--- config.mk ---
export PLATFORM = sky130hd
export DESIGN_NAME = mask_alu
export DESIGN_NICKNAME = d
export VERILOG_FILES = /design/src/common/mask_alu_pkg.sv /design/src/boolean/mask_addsub.sv /design/src/boolean/mask_logic.sv /design/src/design/arith_mask.sv /design/src/design/mask_alu.sv /design/src/design/mask_alu_ctl.sv /design/src/design/mask_prng.sv
export SDC_FILE = /design/constraint.sdc
export NUM_CORES = 1
export LEC_CHECK = 0
export BUFFER_PORTS_ARGS = -buffer_cell sky130_fd_sc_hd__buf_2
export CAP_MARGIN = 30
export CORE_MARGIN = 1
export CORE_UTILIZATION = 55
export DETAILED_ROUTE_END_ITERATION = 8
export PLACE_DENSITY = 0.73
export SLEW_MARGIN = 30
export SYNTH_ARGS = -nofsm -noshare
export SYNTH_HDL_FRONTEND = slang
export SYNTH_SLANG_ARGS = --single-unit
--- constraint.sdc ---
create_clock -name g_clk -period 19.9 [get_ports g_clk]
set_clock_uncertainty 0.05 [all_clocks]
set_input_delay 3.98 -clock g_clk [delete_from_list [all_inputs] [get_ports g_clk]]
set_output_delay 3.98 -clock g_clk [all_outputs]
set_load 0.05 [all_outputs]
--- src/common/mask_alu_pkg.sv ---
// Masked ALU shared definitions
// Share types, operation codes, add/sub step bounds and LFSR constants

package mask_alu_pkg;

  localparam int unsigned xlen = 32;  // Datapath width

  // One share, or one word of randomness
  typedef logic [xlen-1:0] word_t;

  // Boolean: value = s0 ^ s1, arithmetic: value = s0 - s1
  typedef struct packed {
    word_t s0;
    word_t s1;
  } share_pair_t;

  typedef enum logic [2:0] {
    op_b_xor    = 3'd0,
    op_b_and    = 3'd1,
    op_b_add    = 3'd2,
    op_b_sub    = 3'd3,
    op_a_add    = 3'd4,
    op_a_sub    = 3'd5,
    op_a_mask   = 3'd6,
    op_a_remask = 3'd7
  } alu_op_t;

  // 3 + 64 + 64 bits
  typedef struct packed {
    alu_op_t     op;
    share_pair_t rs1;
    share_pair_t rs2;
  } alu_req_t;

  // Kogge-Stone iteration step
  typedef logic [2:0] step_t;

  localparam step_t step_first = 3'd1;  // Loads the logic stage result
  localparam step_t step_last  = 3'd6;  // Carries resolved

  localparam word_t prng_seed = 32'h6789_abcd;
  // Bits 31, 21, 1 and 0, folded with XNOR
  localparam word_t prng_taps = 32'h8020_0003;

endpackage

--- src/boolean/mask_addsub.sv ---
// Masked Boolean add/subtract
// Kogge-Stone propagate/generate iteration over two shares, then the sum

`timescale 1ns/100ps

module mask_addsub (
  input  logic                      g_clk,
  input  logic                      g_resetn,
  input  logic                      i_ena,
  input  logic                      i_sub,
  input  mask_alu_pkg::word_t       i_gs,
  input  mask_alu_pkg::share_pair_t i_p,  // a ^ b from the logic stage
  input  mask_alu_pkg::share_pair_t i_g,  // a & b from the logic stage
  output mask_alu_pkg::share_pair_t o_s,
  output logic                      o_rdy
);
  import mask_alu_pkg::*;

  step_t       step_q;
  logic        first;
  word_t       gs_i;
  share_pair_t g_corr;
  share_pair_t p_i;
  share_pair_t g_i;
  share_pair_t pj;
  share_pair_t gj;
  share_pair_t tg_a_q;
  share_pair_t tg_b_q;
  share_pair_t tp_a_q;
  share_pair_t tp_b_q;
  share_pair_t p_q;
  share_pair_t g_q;
  share_pair_t post;

  function automatic share_pair_t shl_pair(input share_pair_t x, input int unsigned n);
    share_pair_t r;
    r.s0 = x.s0 << n;
    r.s1 = x.s1 << n;
    return r;
  endfunction

  always_ff @(posedge g_clk) begin
    if (!g_resetn) begin
      step_q <= step_first;
    end else if (o_rdy) begin
      step_q <= step_first;
    end else if (i_ena) begin
      step_q <= step_q + step_t'(1);
    end
  end

  assign o_rdy = (step_q == step_last);
  assign first = i_ena && (step_q == step_first);

  // Carry-in of a subtract folded into the bit 0 generate
  assign g_corr.s0 = {i_g.s0[xlen-1:1], i_g.s0[0] ^ (i_p.s0[0] & i_sub)};
  assign g_corr.s1 = {i_g.s1[xlen-1:1], i_g.s1[0] ^ (i_p.s1[0] & i_sub)};

  assign p_i  = first ? i_p : p_q;
  assign g_i  = first ? g_corr : g_q;
  assign gs_i = first ? i_gs : p_q.s0;  // Later steps guard with p0

  always_comb begin
    gj = '0;
    pj = '0;
    case (step_q)
      3'd1: begin
        gj = shl_pair(g_i, 1);
        pj = shl_pair(p_i, 1);
      end
      3'd2: begin
        gj = shl_pair(g_i, 2);
        pj = shl_pair(p_i, 2);
      end
      3'd3: begin
        gj = shl_pair(g_i, 4);
        pj = shl_pair(p_i, 4);
      end
      3'd4: begin
        gj = shl_pair(g_i, 8);
        pj = shl_pair(p_i, 8);
      end
      3'd5: gj = shl_pair(g_i, 16);  // Last propagate no longer needed
      default: ;
    endcase
  end

  // G' = G ^ (P & Gj), P' = P & Pj, each as four registered terms
  always_ff @(posedge g_clk) begin
    if (i_ena) begin
      tg_a_q.s0 <= g_i.s0 ^ (gj.s0 & p_i.s0);
      tg_a_q.s1 <= g_i.s1 ^ (gj.s1 & p_i.s0);
      tg_b_q.s0 <= gj.s0 & p_i.s1;
      tg_b_q.s1 <= gj.s1 & p_i.s1;
      tp_a_q.s0 <= gs_i ^ (p_i.s0 & pj.s0);
      tp_a_q.s1 <= gs_i ^ (p_i.s0 & pj.s1);
      tp_b_q.s0 <= p_i.s1 & pj.s0;
      tp_b_q.s1 <= p_i.s1 & pj.s1;
    end
  end

  assign g_q = tg_a_q ^ tg_b_q;
  assign p_q = tp_a_q ^ tp_b_q;

  // Sum = P ^ (carries << 1), i_sub enters as carry into bit 0
  assign post.s0 = i_p.s0 ^ {g_q.s0[xlen-2:0], 1'b0};
  assign post.s1 = i_p.s1 ^ {g_q.s1[xlen-2:0], i_sub};

  assign o_s = (o_rdy || step_q == step_first) ? post : '0;

endmodule

--- src/boolean/mask_logic.sv ---
// Threshold-implementation masked XOR and AND
// One register stage, cross products refreshed by a guard share

`timescale 1ns/100ps

module mask_logic (
  input  logic                      g_clk,
  input  logic                      g_resetn,
  input  logic                      i_ena,
  input  mask_alu_pkg::word_t       i_gs,
  input  mask_alu_pkg::share_pair_t i_a,
  input  mask_alu_pkg::share_pair_t i_b,
  output mask_alu_pkg::share_pair_t o_xor,
  output mask_alu_pkg::share_pair_t o_and,
  output mask_alu_pkg::word_t       o_gs,
  output logic                      o_rdy
);
  import mask_alu_pkg::*;

  share_pair_t xor_q;
  word_t       t0_q;  // gs ^ a0.b0
  word_t       t1_q;  // gs ^ a0.b1
  word_t       t2_q;
  word_t       t3_q;

  // Share-wise XOR and the four cross terms, all captured together
  always_ff @(posedge g_clk) begin
    if (i_ena) begin
      xor_q.s0 <= i_a.s0 ^ i_b.s0;
      xor_q.s1 <= i_a.s1 ^ i_b.s1;
      t0_q     <= i_gs ^ (i_a.s0 & i_b.s0);
      t1_q     <= i_gs ^ (i_a.s0 & i_b.s1);
      t2_q     <= i_a.s1 & i_b.s0;
      t3_q     <= i_a.s1 & i_b.s1;
    end
  end

  always_ff @(posedge g_clk) begin
    if (!g_resetn) begin
      o_rdy <= 1'b0;
    end else begin
      o_rdy <= i_ena;  // Fixed one-cycle latency
    end
  end

  assign o_xor    = xor_q;
  assign o_and.s0 = t0_q ^ t2_q;  // Guard cancels across the two shares
  assign o_and.s1 = t1_q ^ t3_q;

  // Share a1 is independent of the AND shares, reused as the next guard
  assign o_gs = i_a.s1;

endmodule

--- src/design/arith_mask.sv ---
// Arithmetic masked add, subtract, mask and remask
// Per-share 33-bit adders, low bit forced so the carry-in comes from the op

`timescale 1ns/100ps

module arith_mask (
  input  mask_alu_pkg::share_pair_t i_a,
  input  mask_alu_pkg::share_pair_t i_b,
  input  mask_alu_pkg::word_t       i_gs,
  input  mask_alu_pkg::alu_op_t     i_op,
  output mask_alu_pkg::share_pair_t o_r
);
  import mask_alu_pkg::*;

  logic            do_add;
  logic            do_sub;
  logic            do_mask;
  logic            do_remask;
  word_t           rhs0;
  word_t           lhs1;
  word_t           rhs1;
  logic [xlen:0]   sum0;
  logic [xlen:0]   sum1;

  assign do_add    = (i_op == op_a_add);
  assign do_sub    = (i_op == op_a_sub);
  assign do_mask   = (i_op == op_a_mask);
  assign do_remask = (i_op == op_a_remask);

  // Subtract uses ~b plus one, mask/remask add the random word
  assign rhs0 = do_add ? i_b.s0 : do_sub ? ~i_b.s0 : i_gs;
  assign lhs1 = do_mask ? i_gs : i_a.s1;
  assign rhs1 = do_add ? i_b.s1 :
                do_sub ? ~i_b.s1 :
                do_remask ? i_gs : '0;

  assign sum0 = {i_a.s0, 1'b1} + {rhs0, do_sub};
  assign sum1 = {lhs1, 1'b1} + {rhs1, do_sub};

  assign o_r.s0 = sum0[xlen:1];
  assign o_r.s1 = sum1[xlen:1];

endmodule

--- src/design/mask_alu.sv ---
// Two-share masked ALU
// Decodes the request, runs the Boolean and arithmetic datapaths, muxes shares

`timescale 1ns/100ps

module mask_alu (
  input  logic                      g_clk,
  input  logic                      g_resetn,
  input  logic                      i_valid,
  input  mask_alu_pkg::alu_req_t    i_req,
  output logic                      o_ready,
  output mask_alu_pkg::share_pair_t o_rd
);
  import mask_alu_pkg::*;

  logic        sel_xor;
  logic        sel_and;
  logic        sel_add;
  logic        sel_sub;
  logic        sel_arith;
  logic        do_logic;
  logic        do_addsub;
  logic        logic_ena;
  logic        logic_rdy;
  logic        addsub_ena;
  logic        addsub_rdy;
  word_t       prng;
  word_t       prng_next;
  word_t       logic_gs;
  share_pair_t opnd_b;
  share_pair_t xor_pair;
  share_pair_t xor_fold;
  share_pair_t and_pair;
  share_pair_t addsub_pair;
  share_pair_t arith_pair;

  assign sel_xor   = (i_req.op == op_b_xor);
  assign sel_and   = (i_req.op == op_b_and);
  assign sel_add   = (i_req.op == op_b_add);
  assign sel_sub   = (i_req.op == op_b_sub);
  assign sel_arith = !(sel_xor || sel_and || sel_add || sel_sub);
  assign do_addsub = sel_add || sel_sub;
  assign do_logic  = sel_xor || sel_and || do_addsub;  // Add/sub start from a ^ b, a & b

  // a - b computed as a + ~b + 1, inverting one share of b inverts b
  assign opnd_b.s0 = i_req.rs2.s0;
  assign opnd_b.s1 = sel_sub ? ~i_req.rs2.s1 : i_req.rs2.s1;

  mask_prng u_prng (
    .g_clk       (g_clk),
    .g_resetn    (g_resetn),
    .i_advance   (o_ready),   // Fresh randomness per operation
    .o_prng      (prng),
    .o_prng_next (prng_next)
  );

  mask_alu_ctl u_ctl (
    .g_clk        (g_clk),
    .g_resetn     (g_resetn),
    .i_valid      (i_valid),
    .i_do_logic   (do_logic),
    .i_do_addsub  (do_addsub),
    .i_logic_rdy  (logic_rdy),
    .i_addsub_rdy (addsub_rdy),
    .o_logic_ena  (logic_ena),
    .o_addsub_ena (addsub_ena),
    .o_ready      (o_ready)
  );

  mask_logic u_logic (
    .g_clk    (g_clk),
    .g_resetn (g_resetn),
    .i_ena    (logic_ena),
    .i_gs     (prng_next),
    .i_a      (i_req.rs1),
    .i_b      (opnd_b),
    .o_xor    (xor_pair),
    .o_and    (and_pair),
    .o_gs     (logic_gs),
    .o_rdy    (logic_rdy)
  );

  mask_addsub u_addsub (
    .g_clk    (g_clk),
    .g_resetn (g_resetn),
    .i_ena    (addsub_ena),
    .i_sub    (sel_sub),
    .i_gs     (logic_gs),
    .i_p      (xor_pair),
    .i_g      (and_pair),
    .o_s      (addsub_pair),
    .o_rdy    (addsub_rdy)
  );

  arith_mask u_arith (
    .i_a  (i_req.rs1),
    .i_b  (i_req.rs2),
    .i_gs (prng),
    .i_op (i_req.op),
    .o_r  (arith_pair)
  );

  // XOR result gets remasked with the same word on both shares
  assign xor_fold.s0 = prng_next ^ xor_pair.s0;
  assign xor_fold.s1 = prng_next ^ xor_pair.s1;

  assign o_rd = ({2*xlen{sel_xor}}   & xor_fold)    |
                ({2*xlen{sel_and}}   & and_pair)    |
                ({2*xlen{do_addsub}} & addsub_pair) |
                ({2*xlen{sel_arith}} & arith_pair);

endmodule

--- src/design/mask_alu_ctl.sv ---
// Masked ALU sequencer
// Orders the logic stage and the add/sub iteration, raises o_ready

`timescale 1ns/100ps

module mask_alu_ctl (
  input  logic g_clk,
  input  logic g_resetn,
  input  logic i_valid,
  input  logic i_do_logic,
  input  logic i_do_addsub,
  input  logic i_logic_rdy,
  input  logic i_addsub_rdy,
  output logic o_logic_ena,
  output logic o_addsub_ena,
  output logic o_ready
);

  typedef enum logic [1:0] {
    st_idle,
    st_logic,   // Logic stage result being taken
    st_arith    // Add/sub iteration running
  } ctl_state_t;

  ctl_state_t state_q;
  ctl_state_t state_d;
  logic       logic_go;
  logic       addsub_go;

  assign logic_go  = i_valid && i_do_logic;
  assign addsub_go = i_valid && i_do_addsub;

  always_comb begin
    state_d = state_q;
    case (state_q)
      st_idle: begin
        if (logic_go) begin
          if (!i_logic_rdy) begin
            state_d = st_logic;
          end else if (addsub_go) begin
            state_d = st_arith;
          end
        end
      end
      st_logic: state_d = addsub_go ? st_arith : st_idle;
      st_arith: state_d = i_addsub_rdy ? st_idle : st_arith;
      default:  state_d = st_idle;
    endcase
  end

  always_ff @(posedge g_clk) begin
    if (!g_resetn) begin
      state_q <= st_idle;
    end else begin
      state_q <= state_d;
    end
  end

  assign o_logic_ena  = logic_go && (state_q == st_idle);
  assign o_addsub_ena = addsub_go && (state_q != st_idle || i_logic_rdy);

  // Arithmetic ops finish in the request cycle
  assign o_ready = (i_valid && !i_do_logic) ||
                   (logic_go && !i_do_addsub && i_logic_rdy) ||
                   (addsub_go && i_addsub_rdy);

endmodule

--- src/design/mask_prng.sv ---
// Mask randomness source
// 32-bit Fibonacci LFSR, steps once per finished operation

`timescale 1ns/100ps

module mask_prng (
  input  logic                g_clk,
  input  logic                g_resetn,
  input  logic                i_advance,
  output mask_alu_pkg::word_t o_prng,
  output mask_alu_pkg::word_t o_prng_next
);
  import mask_alu_pkg::*;

  word_t lfsr_q;
  logic  feedback;

  assign feedback    = ~^(lfsr_q & prng_taps);  // XNOR of the tapped bits
  assign o_prng_next = {lfsr_q[xlen-2:0], feedback};
  assign o_prng      = lfsr_q;

  always_ff @(posedge g_clk) begin
    if (!g_resetn) begin
      lfsr_q <= prng_seed;
    end else if (i_advance) begin
      lfsr_q <= o_prng_next;
    end
  end

endmodule

### Word level (Yosys, flattened, before mapping)

Cells that the tools add are included.

| storage, ports and cells | value |
|---|---|
| register bits after elaboration | 486 |
| output and inout bits | 65 |
| word-level logic and storage cells | 126 |
| input port bits | 134 |

| operators by class | value |
|---|---|
| eq/ne operators | 17 |
| bitwise logic cells | 42 |
| $add $sub $neg | 3 |
| mux-type cells | 19 |
| reduce and logical (&&, ||, !) cells | 27 |

Operator list:

| kind | number |
|---|---|
| bitwise XOR 32 bit | 14 |
| AND 32 bit | 12 |
| one-hot mux 64 bit (5 select lines) | 1 |
| AND 64 bit | 4 |
| 2-to-1 mux 32 bit | 8 |
| one-hot mux 64 bit (4 select lines) | 1 |
| 2-to-1 mux 64 bit | 3 |
| OR 64 bit | 3 |
| bitwise XOR 64 bit | 2 |
| adder 33 bit | 2 |
| NOT 32 bit | 2 |
| XNOR reduction 32 bit | 1 |
| equality test 3 bit, second input constant | 7 |
| equality test 3 x 2 -> 1 bit, second input constant | 4 |
| 2-to-1 mux 2 bit | 5 |
| logical AND 1 bit | 9 |
| logical OR 1 bit | 9 |
| equality test 3 x 1 -> 1 bit, second input constant | 2 |
| one-hot mux 2 bit (3 select lines) | 1 |
| adder 3 x 1 -> 3 bit, second input constant | 1 |
| logical NOT 1 bit | 3 |
| logical NOT 3 bit | 1 |
| inequality test 3 bit, second input constant | 1 |
| AND 1 bit | 2 |
| other kinds (9) | 10 |

### Depth between registers and ports, before layout

| logic depth | value |
|---|---|
| depth after elaboration | 9 |
| mapped depth | 17 |
| mapped depth without buffers | 13 |

### By module

A second synthesis with hierarchy kept.

| second synthesis, totals | value |
|---|---|
| cells, all modules | 3,570 |
| area total of the unflattened synthesis | 34,745.8 sq um |

By module, submodules not included:

| module | area each (sq um) | sequential area each (sq um) | cells an instance | instances |
|---|---|---|---|---|
| mask_addsub | 17,265.3 | 7,357.1 | 1,810 | 1 |
| mask_logic | 8,274.2 | 5,785.5 | 482 | 1 |
| arith_mask | 5,267.6 | 0.0 | 794 | 1 |
| mask_alu | 2,388.5 | 0.0 | 331 | 1 |
| mask_prng | 1,426.4 | 640.6 | 138 | 1 |
| mask_alu_ctl | 123.9 | 40.0 | 15 | 1 |

### Worst setup path after synthesis

Ideal clock, no wire load.

| timing path | value |
|---|---|
| path type | input -> register |
| start point | input i_req[130] in the netlist's numbering |
| end point | register u_ctl.state_q[0] |
| arrival | 18.598 ns |
| slack | 1.186 ns |
| stages on the path | 7 |
| path buffers | 2 |
| library setup time | 0.066 ns |
| required time | 19.784 ns |
| cells stage by stage | buf_2 > inv_1 > clkbuf_1 > nand2_1 > nor3_1 > and2_1 > nor2b_1 |

| between the ends | value |
|---|---|
| cells in the longest elaborated chain, start to end | 6 |
| elaborated cells between the ends (all ways) | 12 |
| classes of those cells | 5 x eq/ne; 7 x reduce/logical |

Ends and longest elaborated chain:

| item | RTL line | text |
|---|---|---|
| start, declared | mask_alu.sv:10 | `input mask_alu_pkg::alu_req_t i_req,` |
| equality test 3 x 1 -> 1 bit (tied with other cells) | mask_alu.sv:38 | `assign sel_and = (i_req.op == op_b_and);` |
| logical OR 1 bit (on tied branches) | mask_alu.sv:43, mask_alu.sv:42 |  |
| logical OR 1 bit | mask_alu.sv:43 | `assign do_logic = sel_xor \|\| sel_and \|\| do_addsub;` |
| logical AND 1 bit | mask_alu_ctl.sv:30 | `assign logic_go = i_valid && i_do_logic;` |
| inequality test 2 x 1 -> 1 bit (no line) | -- |  |
| AND reduction 2 bit (no line) * | -- |  |
| end signal, assigned | mask_alu_ctl.sv:53 | `state_q <= st_idle;` |
| end signal, assigned | mask_alu_ctl.sv:55 | `state_q <= state_d;` |
| end, declared | mask_alu_ctl.sv:25 | `ctl_state_t state_q;` |

Mark *: on every way between the ends. The rest lies on a longest branch, timed or not.
A chain may end at the register's enable or synchronous reset.

==> run_results.csv <==
group,metric,value,unit
floorplanning,rows,92,
synthesis,ys_async_sr_fraction,0,%
routing,drt_first_pass_iters,9,
floorplanning,core,0.0630,mm2
floorplanning,start_util,55.6,%
min_path,holdPathStages,1,
critical_path,crit_fanout,62,
synthesis,yosys.area_share.simple,14.4,%
critical_path,cp-end-kind,"output pin",
synthesis,yosysSeqAreaShare,39.5,%
power_and_ir_drop,power.internal,1.97,mW
global_routing,track_usage,38.2,%
synthesis,synthXorXnorAreaFrac,13.9,%
power_and_ir_drop,p_seq_share,40.5,%
critical_path,slowest_stage,"o21ai_0",
global_routing,grt_pass1_wl,182,mm
synthesis,synth_edf_count,435,
critical_path,crit_required,15.87,ns
floorplanning,die_y,254,um
global_routing,antenna_found_initial,6,
routing,wl_met2,50.8,mm
clocking,cts-root-buf,"clkbuf_16",
routing,drc,21,
power_and_ir_drop,total_power,2.93,mW
cells_and_area,drive_gt1_share,11.8,%
placement,place_area,0.0364,mm2
floorplanning,fp.dieW,254,um
min_path,hold_path_class,"reg -> reg",
clocking,clkSinkCount,473,
timing,rsz0062_at_grt,"no",
clocking,clk_pin_slew,0.06,ns
cells_and_area,final-seq-area,0.0138,mm2
critical_path,reg2reg_depth,13,
job,maxCapViolCount,0,
placement,dp_cells,4574,
clocking,clockBufferDepth,3,
routing,highest_layer,"met5",
synthesis,synth_seq_cells,473,
routing,postRouteAntennaNets,0,
synthesis,synthAdderAreaFrac,4.83,%
floorplanning,num_io_pins,199,
routing,wl_met1,49.9,mm
power_and_ir_drop,p_leak,14.6,nW
routing,dr_total_vias,31400,
cells_and_area,nFillCells,5484,
synthesis,mappedNetlistArea,0.0350,mm2
power_and_ir_drop,p_comb_share,24.1,%
timing,maxSlewViolCount,0,
placement,dp_hpwl,91.5,mm
synthesis,ys.flop_type,"edfxtp_1",
critical_path,critPathMostFrequentCell,"o21ai_0",
routing,wirelength,126,mm
cells_and_area,final_cells,4673,
cells_and_area,multi_input_area,0.0200,mm2
critical_path,path_buf_inv,4,
synthesis,synth_mux_area_share,4.30,%
critical_path,path_cells,"buf_2, buf_4, nand2b_4, o21ai_0, inv_1, fa_1, nor2b_1, o31ai_1, a211oi_1, nor2_1, o21ai_0, a41oi_1, xor2_1, o21ai_0, buf_2",
clocking,cts_tree,"yes",
critical_path,cpLargestDelayFamily,"compound AO/OA/AOI/OAI gates",
synthesis,yosysUniqueCellTypes,86,
timing,worst_pin_slew,1.07,ns
global_routing,grt_pass1_vias,28400,
timing,setup_tns,0,ns
outcome,violations,"DRC",
critical_path,cp_num_cells,15,
routing,viasPerCell,6.72,
clocking,htreeDepth,2,
power_and_ir_drop,clkPwrFrac,35.4,%
clocking,cts-resized-gates,0,
placement,port_buffers,198,
cells_and_area,final_area,0.0382,mm2
critical_path,critPathKind,"in -> out",
timing,fin_crit,12.74,ns
clocking,hold_buffers,0,
timing,setup_viol,0,
power_and_ir_drop,swShare,32.5,%
timing,slew_headroom,26.4,%
routing,dr_wl_met3,20.8,mm
synthesis,synthCells,3753,
critical_path,worst_ep_arrival_time,8.71,ns
timing,finalCritPeriodShare,64.0,%
timing,finalHoldViolations,0,
global_routing,grt_max_degree,168,
clocking,post_cts_buffers,0,
synthesis,synth.avg_cell_area,9.33,um2
synthesis,yosys_warnings,0,
routing,drt_iter0_markers,4835,
floorplanning,dieArea,0.0647,mm2
routing,wl_per_cell,27.0,um
timing,max_freq,78.5,MHz
cells_and_area,area_growth_syn_to_layout,9.16,%
power_and_ir_drop,power.density,76.5,mW/mm2
global_routing,overflow,0,
synthesis,synth-compound-area-share,19.3,%
power_and_ir_drop,ir_drop,119,uV
clocking,clk_latency,0.63,ns
critical_path,critical-path-max-stage-delay,0.55,ns
power_and_ir_drop,switchingPower,0.951,mW
synthesis,synth_top_family_by_area,"compound AO/OA/AOI/OAI gates",
cells_and_area,layout.nets,4050,
clocking,cts_made_buffers,52,
outcome,outcome,"complete, but fails checks",
synthesis,syn_nets,4021,
critical_path,cp-start-kind,"input port",
placement,place.gp.congestion,1.03,
power by group through the flow:
stage | registers, mW | logic, mW | clock network, mW
after global routing | 1.19 | 0.749 | 1.07
final | 1.19 | 0.705 | 1.04
after floorplan | 1.18 | 0.496 | 0
after detailed placement | 1.20 | 0.681 | 0
after CTS | 1.18 | 0.685 | 1.03
after global placement | 1.20 | 0.675 | 0
final timing paths:
path | to | start | slack (ns)
worst max-delay path | o_rd[55] | i_req[130] | 7.16
worst min-delay path | u_ctl.state_q[0] | u_logic.o_rdy | 0.45
worst max register to register | u_addsub.tp_a_q[20] | u_addsub.step_q[1] | 14.67
worst min register to register | u_ctl.state_q[0] | u_logic.o_rdy | 0.45
area by class of cell:
type / instances / share of cell area (%)
Multi-Input combinational cell: 2963 / 52.3
Sequential cell: 473 / 36.1
Clock buffer: 70 / 3.74
Timing Repair Buffer: 250 / 3.67
Tap cell: 846 / 2.77
Clock inverter: 28 / 0.952
Inverter: 42 / 0.458
Antenna cell: 1 / 0.00654
cell families (layout without fill, tap and decap cells):
family	Yosys count	count (layout)
AO/OA/AOI/OAI	1001	1001
XOR/XNOR	557	557
adder cells (fa/ha/maj)	134	134
buffers and inverters	317	390
flip-flops	473	473
multiplexers	143	143
other	0	1
AND/OR/NAND/NOR	1128	1128
through the flow:
step | utilization [%] | hold slack, ns | setup slack, ns
final | 60.7 | 0.453 | 7.16
after global routing | 60.7 | 0.462 | 6.86
after CTS | 60.7 | 0.451 | 7.24
after detailed placement | 57.9 | 0.438 | 7.29
after global placement | 57.8 | 0.420 | 6.69
after floorplan | - | 0.395 | 1.19
metal layers:
metal | track usage, % | vias to the layer above
met5 | 0 | -
met4 | 12.8 | 6
met3 | 13.5 | 283
met2 | 52.8 | 2215
met1 | 55.0 | 15000
li1 | - | 13900
state kept, by name, summed over array words and instances (netlist names):
signal	count
u_addsub.tp_b_q	60
u_addsub.tp_a_q	61
u_addsub.tg_a_q	62
u_addsub.tg_b_q	60
u_ctl.state_q	2
u_prng.o_prng	32
u_logic.t2_q	32
u_logic.t0_q	32
u_logic.t1_q	32
u_logic.o_xor	64
u_logic.t3_q	32
u_addsub.step_q	3
u_logic.o_rdy	1
layout by cell type, fill, tap and decap left out, types with 36 or more instances in the layout:
cell type and n:
a211oi_1 37, a21oi_1 242, a221o_1 49, a221oi_1 49
a22oi_1 53, and2_1 51, buf_2 197, buf_4 50
clkbuf_16 54, dfxtp_1 38, edfxtp_1 435, ha_1 131
inv_1 38, mux2_2 53, mux2i_1 87, nand2_1 309
nand3_1 63, nor2_1 406, nor2b_1 41, nor3_1 143
o21ai_0 201, o221ai_1 50, o22ai_1 70, o32ai_1 36
xnor2_1 252, xor2_1 305
synth_stat cells, types with 64 or more instances:
cell type  count  area [um2]
edfxtp_1     435       13100
nor2_1       407        1530
nand2_1      311        1170
xor2_1       305        2670
xnor2_1      252        2210
a21oi_1      243        1220
clkbuf_1     211         792
o21ai_0      202        1010
nor3_1       145         726
ha_1         132        1650
mux2i_1       88         881
o22ai_1       70         438
nand3_1       64         320
worst reg2reg max path: stages (launching register included):
cell and delay [ns]:
dfxtp_1 0.38, inv_1 0.12, ha_1 0.22, buf_4 0.28, nor2b_2 0.25, nand3_4 0.50
inv_6 0.78, buf_4 0.80, nor2_1 0.15, nor2_1 0.66, a211oi_1 0.23, or2_2 0.34
a21oi_1 0.13, a21oi_1 0.05
Note: power is estimated with default switching activity, not from simulation.
